==> config.mk <==
export PLATFORM = sky130hd
export DESIGN_NAME = ternary_alu
export DESIGN_NICKNAME = d
export VERILOG_FILES = /design/src/common/trit_pkg.sv /design/src/common/alu_pkg.sv /design/src/source/ternary_alu.sv /design/src/source/result_stage.sv /design/src/adder/trit_add_sub.sv /design/src/adder/trit_full_adder.sv /design/src/source/trit_logic_unit.sv /design/src/source/op_decoder.sv
export VERILOG_INCLUDE_DIRS = /design/src /design/src/common
export SDC_FILE = /design/constraint.sdc
export NUM_CORES = 1
export LEC_CHECK = 0
export BUFFER_PORTS_ARGS = -buffer_cell sky130_fd_sc_hd__buf_2
export CAP_MARGIN = 20
export CORE_ASPECT_RATIO = 0.75
export CORE_MARGIN = 3
export CORE_UTILIZATION = 30
export DETAILED_ROUTE_END_ITERATION = 8
export SLEW_MARGIN = 10
export SYNTH_ARGS = -nofsm -noshare
export SYNTH_HDL_FRONTEND = slang
export SYNTH_SLANG_ARGS = --single-unit
export TNS_END_PERCENT = 50
==> constraint.sdc <==
create_clock -name clock -period 2.9 [get_ports clock]
set_input_delay 0.58 -clock clock [delete_from_list [all_inputs] [get_ports clock]]
set_output_delay 0.58 -clock clock [all_outputs]
set_load 0.01 [all_outputs]
==> src/common/ternary_alu_defs.svh <==
`ifndef TERNARY_ALU_DEFS_SVH
`define TERNARY_ALU_DEFS_SVH

// Trit coding per 2-bit slot
//   2'b10  -1
//   2'b00   0
//   2'b01  +1
//   2'b11   unused, read as 0

// Bits per trit
`define TRIT_BITS 2

// Trits per data word
`define WORD_TRITS 9

// Trits per opcode
`define OPCODE_TRITS 3

`endif
==> src/common/trit_pkg.sv <==
`default_nettype none

`include "ternary_alu_defs.svh"

// Number-system types shared by the datapath
package trit_pkg;

    // One balanced-ternary digit
    // 2'b11 is never produced by the datapath
    // Units that read raw words treat it as zero
    typedef enum logic [`TRIT_BITS-1:0] {
        zero = 2'b00,   // 0
        pos  = 2'b01,   // +1
        neg  = 2'b10    // -1
    } trit_e;

    // One 9-trit data word, 18 bits
    // The trit view is used for per-digit work
    // The flat view serves whole-word compare and clearing
    typedef union packed {
        trit_e [`WORD_TRITS-1:0]           trits;   // Trit 0 is least significant
        logic  [`WORD_TRITS*`TRIT_BITS-1:0] bits;   // Raw bit pattern
    } tword_u;

    // Value range of a word is +-9841
    // Largest value is all trits at +1
    // Smallest value is all trits at -1

endpackage

`default_nettype wire

==> src/common/alu_pkg.sv <==
`default_nettype none

`include "ternary_alu_defs.svh"

// Operation types of the ALU
package alu_pkg;

    import trit_pkg::*;

    // 3-trit opcode, most significant trit first
    typedef logic [`OPCODE_TRITS*`TRIT_BITS-1:0] opcode_t;

    // Code points run +1 to +9 in balanced ternary
    localparam opcode_t op_not  = {zero, zero, pos};   // +1
    localparam opcode_t op_and  = {zero, pos,  neg};   // +2
    localparam opcode_t op_andi = {zero, pos,  zero};  // +3, alias of AND
    localparam opcode_t op_or   = {zero, pos,  pos};   // +4
    localparam opcode_t op_xor  = {pos,  neg,  neg};   // +5
    localparam opcode_t op_add  = {pos,  neg,  zero};  // +6
    localparam opcode_t op_addi = {pos,  neg,  pos};   // +7, alias of ADD
    localparam opcode_t op_sub  = {pos,  zero, neg};   // +8
    localparam opcode_t op_comp = {pos,  zero, zero};  // +9

    // Decoded operation
    typedef enum logic [2:0] {
        logic_not, logic_and, logic_or, logic_xor,
        arith_add, arith_sub, cmp_eq, pass_a
    } alu_op_e;

    // Decoded request sent out by the decoder
    typedef struct packed {
        alu_op_e op;         // Result select
        logic    subtract;   // Negate second adder operand
    } alu_req_s;

endpackage

`default_nettype wire

==> src/source/ternary_alu.sv <==
`default_nettype none

// Balanced-ternary ALU top, 9-trit words
// Result appears one cycle after an enabled edge
module ternary_alu (
    input  logic             clock,
    input  logic             arst_n,
    input  logic             alu_enable,
    input  alu_pkg::opcode_t opcode,
    input  trit_pkg::tword_u input1,
    input  trit_pkg::tword_u input2,
    output trit_pkg::tword_u alu_out
);

    import trit_pkg::*;
    import alu_pkg::*;

    alu_req_s req;
    tword_u   not_word;
    tword_u   and_word;
    tword_u   or_word;
    tword_u   xor_word;
    tword_u   eq_word;
    tword_u   sum_word;

    op_decoder decoder_i (
        .opcode (opcode),
        .req    (req)
    );

    trit_logic_unit logic_i (
        .a        (input1),
        .b        (input2),
        .not_word (not_word),
        .and_word (and_word),
        .or_word  (or_word),
        .xor_word (xor_word),
        .eq_word  (eq_word)
    );

    trit_add_sub adder_i (
        .a        (input1),
        .b        (input2),
        .subtract (req.subtract),
        .sum      (sum_word)
    );

    result_stage result_i (
        .clock    (clock),
        .arst_n   (arst_n),
        .enable   (alu_enable),
        .op       (req.op),
        .a        (input1),
        .not_word (not_word),
        .and_word (and_word),
        .or_word  (or_word),
        .xor_word (xor_word),
        .eq_word  (eq_word),
        .sum_word (sum_word),
        .alu_out  (alu_out)
    );

endmodule

`default_nettype wire

==> src/source/result_stage.sv <==
`default_nettype none

// Result select and output register
module result_stage (
    input  logic             clock,
    input  logic             arst_n,
    input  logic             enable,
    input  alu_pkg::alu_op_e op,
    input  trit_pkg::tword_u a,
    input  trit_pkg::tword_u not_word,
    input  trit_pkg::tword_u and_word,
    input  trit_pkg::tword_u or_word,
    input  trit_pkg::tword_u xor_word,
    input  trit_pkg::tword_u eq_word,
    input  trit_pkg::tword_u sum_word,
    output trit_pkg::tword_u alu_out
);

    import trit_pkg::*;
    import alu_pkg::*;

    tword_u next_word;

    always_comb begin
        case (op)
            logic_not:            next_word = not_word;
            logic_and:            next_word = and_word;
            logic_or:             next_word = or_word;
            logic_xor:            next_word = xor_word;
            arith_add, arith_sub: next_word = sum_word;  // One adder for both
            cmp_eq:               next_word = eq_word;
            default:              next_word = a;         // pass_a
        endcase
    end

    // Loads only on enabled edges
    always_ff @(posedge clock or negedge arst_n) begin
        if (!arst_n) begin
            alu_out.bits <= '0;
        end else if (enable) begin
            alu_out <= next_word;
        end
    end

    // Decoder fell back to pass-through for this request
    unknown_op_a: assert property (@(posedge clock) disable iff (!arst_n)
        enable |-> op != pass_a)
        else $warning("unknown opcode, input1 passed through");

    // Output holds across cycles without enable
    hold_a: assert property (@(posedge clock) disable iff (!arst_n)
        !$past(enable) |-> $stable(alu_out.bits));

endmodule

`default_nettype wire

==> src/adder/trit_add_sub.sv <==
`default_nettype none

`include "ternary_alu_defs.svh"

// 9-trit ripple adder
// Subtraction negates each trit of b, no extra carry needed in ternary
module trit_add_sub (
    input  trit_pkg::tword_u a,
    input  trit_pkg::tword_u b,
    input  logic             subtract,
    output trit_pkg::tword_u sum
);

    import trit_pkg::*;

    // Maps the unused code to zero and optionally negates
    function automatic trit_e cond_trit(input trit_e t, input logic flip);
        case (t)
            pos:     return flip ? neg : pos;
            neg:     return flip ? pos : neg;
            default: return zero;
        endcase
    endfunction

    trit_e [`WORD_TRITS:0] carry;   // Top carry falls off, result wraps

    assign carry[0] = zero;

    for (genvar i = 0; i < `WORD_TRITS; i++) begin : g_stage
        trit_e a_t;
        trit_e b_t;

        assign a_t = cond_trit(a.trits[i], 1'b0);
        assign b_t = cond_trit(b.trits[i], subtract);   // -b for SUB

        trit_full_adder stage_i (
            .a         (a_t),
            .b         (b_t),
            .carry_in  (carry[i]),
            .sum       (sum.trits[i]),
            .carry_out (carry[i+1])
        );
    end

endmodule

`default_nettype wire

==> src/adder/trit_full_adder.sv <==
`default_nettype none

// One balanced-ternary full adder stage
// a + b + carry_in == 3*carry_out + sum
module trit_full_adder (
    input  trit_pkg::trit_e a,
    input  trit_pkg::trit_e b,
    input  trit_pkg::trit_e carry_in,
    output trit_pkg::trit_e sum,
    output trit_pkg::trit_e carry_out
);

    import trit_pkg::*;

    // Carry and digit of a two-trit add
    typedef struct packed {
        trit_e carry;
        trit_e sum;
    } half_sum_s;

    function automatic half_sum_s half_add(input trit_e x, input trit_e y);
        half_sum_s r;
        r.carry = zero;
        r.sum   = zero;
        case ({x, y})
            {neg, neg}: begin
                r.carry = neg;          // -2 = -3 + 1
                r.sum   = pos;
            end
            {pos, pos}: begin
                r.carry = pos;          // +2 = +3 - 1
                r.sum   = neg;
            end
            {neg, zero}, {zero, neg}: r.sum = neg;
            {pos, zero}, {zero, pos}: r.sum = pos;
            default: r.sum = zero;      // Opposite trits cancel
        endcase
        return r;
    endfunction

    half_sum_s step1;
    half_sum_s step2;

    assign step1 = half_add(a, b);
    assign step2 = half_add(step1.sum, carry_in);   // Fold in the incoming carry

    assign sum = step2.sum;

    // Both partial carries can only be nonzero with opposite signs
    assign carry_out = (step1.carry == zero) ? step2.carry :
                       (step2.carry == zero) ? step1.carry : zero;

    // Callers clean up the unused code before it gets here
    always_comb begin
        assert (a !== 2'b11 && b !== 2'b11 && carry_in !== 2'b11)
            else $error("unused trit code at adder stage input");
    end

endmodule

`default_nettype wire

==> src/source/trit_logic_unit.sv <==
`default_nettype none

`include "ternary_alu_defs.svh"

// Per-trit logic and whole-word equality
// Logic rules work on trit values ordered -1 < 0 < +1
module trit_logic_unit (
    input  trit_pkg::tword_u a,
    input  trit_pkg::tword_u b,
    output trit_pkg::tword_u not_word,
    output trit_pkg::tword_u and_word,
    output trit_pkg::tword_u or_word,
    output trit_pkg::tword_u xor_word,
    output trit_pkg::tword_u eq_word
);

    import trit_pkg::*;

    // Trit code to small signed value
    function automatic logic signed [1:0] rank(input trit_e t);
        case (t)
            pos:     return 2'sd1;
            neg:     return -2'sd1;
            default: return 2'sd0;   // Zero and the unused code
        endcase
    endfunction

    // Small signed value back to a trit code
    function automatic trit_e to_trit(input logic signed [1:0] r);
        if (r > 0) begin
            return pos;
        end
        if (r < 0) begin
            return neg;
        end
        return zero;
    endfunction

    for (genvar i = 0; i < `WORD_TRITS; i++) begin : g_trit
        logic signed [1:0] ra;
        logic signed [1:0] rb;

        assign ra = rank(a.trits[i]);
        assign rb = rank(b.trits[i]);

        // NOT is plain negation
        assign not_word.trits[i] = to_trit(-ra);

        assign and_word.trits[i] = to_trit((ra < rb) ? ra : rb);  // Minimum
        assign or_word.trits[i]  = to_trit((ra > rb) ? ra : rb);  // Maximum

        // Sum of the two trits
        // Equal nonzero pairs both fold to -1
        assign xor_word.trits[i] = (ra == rb && ra != 2'sd0) ? neg : to_trit(ra + rb);
    end

    // +1 in trit 0 on an exact bit match
    assign eq_word.bits = (a.bits == b.bits) ? {{(`WORD_TRITS-1){zero}}, pos} : '0;

endmodule

`default_nettype wire

==> src/source/op_decoder.sv <==
`default_nettype none

// Opcode decode
// Turns the 3-trit opcode into an operation and a subtract flag
module op_decoder (
    input  alu_pkg::opcode_t  opcode,
    output alu_pkg::alu_req_s req
);

    import alu_pkg::*;

    always_comb begin
        // Anything not listed falls back to passing input1
        req.op       = pass_a;
        req.subtract = 1'b0;

        case (opcode)
            op_not: begin
                req.op = logic_not;
            end
            op_and, op_andi: begin
                req.op = logic_and;     // Immediate form has no separate path
            end
            op_or: begin
                req.op = logic_or;
            end
            op_xor: begin
                req.op = logic_xor;
            end
            op_add, op_addi: begin
                req.op = arith_add;
            end
            op_sub: begin
                req.op       = arith_sub;
                req.subtract = 1'b1;    // Adder sees -b
            end
            op_comp: begin
                req.op = cmp_eq;
            end
            default: begin
                req.op = pass_a;        // Unknown code
            end
        endcase
    end

endmodule

`default_nettype wire

==> results.py <==
metrics = {
    "run_status": {
        "failed_checks": "setup timing",
        "outcome": "finished with violations",
    },
    "power_and_ir_drop": {
        "ir_drop_uv": 203,
        "cell_leakage_power_nw": 4.58,
        "powerDensity_nw_per_um2": 213,
        "total_power_mw": 2.08,
    },
    "critical_path": {
        "worst_setup_ep_type": "flop",
        "crit_path_max_fanout": 4,
        "critical-path-top-delay-family": "compound AO/OA/AOI/OAI gates",
        "path_cells": "buf_8 > buf_6 > nor3b_4 > buf_6 > buf_16 > nand3_2 > a21o_1 > a211o_1 > o41a_1 > nor2_4 > a31oi_4 > a22oi_2 > a21o_1 > nor2_2 > a211o_1 > a21boi_2 > a221o_1 > a41o_1",
        "max_stage_delay_ns": 0.53,
        "timing.setup.critical_path_class": "input pin to flop",
        "timing.critical_path.required_ns": 3.06,
        "worst_path_max_delay_cell": "sky130_fd_sc_hd__o41a_1",
        "startpoint_type": "input pin",
        "cp.arrival_ns": 4.38,
        "cp_num_buf_inv": 4,
    },
    "routing": {
        "remaining_drc_errors": 0,
        "routed_wl_um": 25300,
        "detail_route.wl_per_cell_um": 17.0,
        "dr.first_iter.drc_count": 713,
        "antenna_violating_nets_post_route": 0,
        "drt-vias-per-instance": 5.36,
        "route.vias.total": 7969,
        "dr.pass1.iters": 5,
    },
    "yosys": {
        "synth_cell_types": 89,
        "synth_edf_count": 0,
        "synth.top_cells.by_area": "sky130_fd_sc_hd__ha_1, sky130_fd_sc_hd__dfrtp_1, sky130_fd_sc_hd__a21oi_1",
        "synth_fa_ha_area_frac": 0.213,
        "avgSynthCellArea_um2": 7.10,
        "synth_top_flop_cell": "sky130_fd_sc_hd__dfrtp_1",
        "yosys_warnings": 0,
        "synth_compound_area_frac": 0.343,
        "synth_fp_nets": 1037,
        "synth_commonest_cells": "sky130_fd_sc_hd__ha_1, sky130_fd_sc_hd__nand2_1, sky130_fd_sc_hd__inv_1, sky130_fd_sc_hd__a21oi_1, sky130_fd_sc_hd__nor2_1",
        "synth_simple_gate_area_share": 0.234,
        "post_synth_inst_count": 890,
        "netlist.area_leader.share": 0.184,
        "async_reset_ff_frac": 1.00,
        "postSynthRegisterBits": 18,
        "synth_area_leader": "sky130_fd_sc_hd__ha_1",
        "synth.yosys.seq_area_share": 0.0713,
        "synth_mux_area_frac": 0.0250,
        "post_synth_xor_area_fraction": 0.0305,
        "post-synth-top-count-cell": "sky130_fd_sc_hd__ha_1",
        "synth_top_family_by_area": "compound AO/OA/AOI/OAI gates",
        "syn_area_um2": 6320,
    },
    "sta": {
        "fin_ws_ns": -1.32,
        "rsz0062_at_grt": "yes",
        "period_share": 1.46,
        "hold_viol_final": 0,
        "maxSlewViolCount": 0,
        "timing.fmax_ghz": 0.237,
        "layout_min_cycle_time_ns": 4.22,
        "timing_worst_slew_pin_value_ns": 0.895,
        "setup-tns-final_ns": -11.51,
        "finalClockSkew_ns": 0,
        "finalSetupViolCount": 14,
        "timing.slew.headroom": 0.402,
    },
    "die": {
        "die_h_um": 132,
        "die_area_um2": 22900,
        "top_level_ports": 63,
        "die_w_um": 174,
        "core_area_um2": 20400,
        "initial_utilization": 0.309,
        "core.rowCount": 45,
    },
    "global_route": {
        "grt_antenna_before_repair": 0,
        "grt_first_pass_wirelength_um": 39400,
        "gr-total-overflow": 0,
        "via_count_of_the_first_global_routing_pass": 7594,
        "grt_util_all_layers": 0.208,
        "grt_start_max_net_pins": 30,
    },
    "placed_design": {
        "gp_routability_congestion": 0.943,
        "port_buffers": 62,
        "dp.final_hpwl_um": 19200,
        "postPlaceCellArea_um2": 8910,
        "placed_cells_incl_taps": 1453,
        "place_ws_ns": -1.60,
    },
    "clock_network": {
        "cts.hold.buffers_added": 0,
        "clockBufferDepth": 2,
        "latest_clock_arrival_within_the_worst_skew_pair_ns": 0.27,
        "cts_sinks": 18,
        "cts_max_level": 1,
        "ctsRootBufferMaster": "sky130_fd_sc_hd__clkbuf_16",
        "tritoncts": "yes",
        "number_of_buffers_added_by_the_clock_tree_synthesis_step": 3,
        "clk_transition_reported_paths_ns": 0.07,
    },
    "worst_hold_path": {
        "hold_path_class": "input pin to async pin",
    },
    "finish": {
        "max_reg_flops": 18,
        "largest-register": "result_i.alu_out",
        "area_delta_synth_final_pct": 54.9,
        "fin_nets": 1353,
        "antenna_cells_inserted": 0,
        "finish.cell_count_without_fillers": 1487,
        "largest_registers": "result_i.alu_out (18)",
        "post_route_cells_drive_above_1_share": 0.390,
        "final_area_um2": 9790,
    },
    "run": {
        "drv_cap": 0,
    },
}
-- stage by stage --
| stage | util | hold slack, ns |
|---|---|---|
| final | 0.479 | 0.304 |
| after global routing | 0.479 | 0.338 |
| after CTS | 0.459 | 0.322 |
| after detailed placement | 0.436 | 0.494 |
| after global placement | 0.436 | 0.489 |
| after floorplan | - | 0.284 |
-- layer usage --
layer  track usage  share of wire  vias to the layer above
li1              -              -                     3899
met1         0.309           0.47                     3734
met2         0.313           0.42                      305
met3        0.0456          0.090                       31
met4        0.0295          0.016                        0
met5             0              0                        -
-- final cells by class --
cell class	instances	area (µm²)
Fill cell	1965	10700
Sequential cell	18	450
Clock buffer	4	88.8
Multi-Input combinational cell	743	5840
Timing Repair Buffer	358	2750
Inverter	82	308
Tap cell	282	353
-- worst paths after layout --
path                                                     to                        startpoint  slack, ns  cells past startpoint
setup / recovery           result_i.alu_out[17]$_DFFE_PN0P_                         opcode[3]      -1.32                     18
hold / removal              result_i.alu_out[0]$_DFFE_PN0P_                            arst_n       0.30                      1
setup reg to reg           result_i.alu_out[17]$_DFFE_PN0P_  result_i.alu_out[17]$_DFFE_PN0P_       1.86                      2
hold reg to reg             result_i.alu_out[2]$_DFFE_PN0P_   result_i.alu_out[2]$_DFFE_PN0P_       0.51                      1
max in group asynchronous   result_i.alu_out[7]$_DFFE_PN0P_                            arst_n       2.21                      1
min in group clock          result_i.alu_out[2]$_DFFE_PN0P_   result_i.alu_out[2]$_DFFE_PN0P_       0.51                      1
-- cell usage in the layout, fill, tap and decap left out, types with 14 or more instances in the layout --
cell / instances
sky130_fd_sc_hd__buf_4: 274
sky130_fd_sc_hd__ha_1: 92
sky130_fd_sc_hd__nand2_1: 86
sky130_fd_sc_hd__inv_1: 80
sky130_fd_sc_hd__nor2_1: 60
sky130_fd_sc_hd__buf_2: 58
sky130_fd_sc_hd__a21oi_1: 57
sky130_fd_sc_hd__o21ai_0: 47
sky130_fd_sc_hd__a22oi_1: 22
sky130_fd_sc_hd__nor3_1: 20
sky130_fd_sc_hd__dfrtp_1: 18
sky130_fd_sc_hd__nand2b_1: 17
sky130_fd_sc_hd__o22ai_1: 16
sky130_fd_sc_hd__xor2_1: 15
sky130_fd_sc_hd__buf_6: 15
sky130_fd_sc_hd__nand3_1: 14
-- what timing repair did --
item,in CTS,in global routing
setup endpoints to repair,15,18
resized for setup,48,66
cloned,2,0
setup buffers,16,14
endpoints found under the hold margin,0,0
pin swaps,29,29
-- kinds of logic after synthesis --
group           after synthesis
xor+xnor                     22
buf+inv                     129
fa+ha+maj                   102
compound gates              316
mux                          15
flops                        18
simple gates                288
-- where the power goes --
group | switching, mW | leakage (nW) | internal (mW) | total (mW)
clock network | 0.142 | 0.0442 | 0.212 | 0.354
registers | 0.0186 | 0.209 | 0.284 | 0.302
logic | 0.748 | 4.32 | 0.680 | 1.43
total | 0.909 | 4.58 | 1.18 | 2.08
No activity file was read; power rests on OpenSTA's default activity.
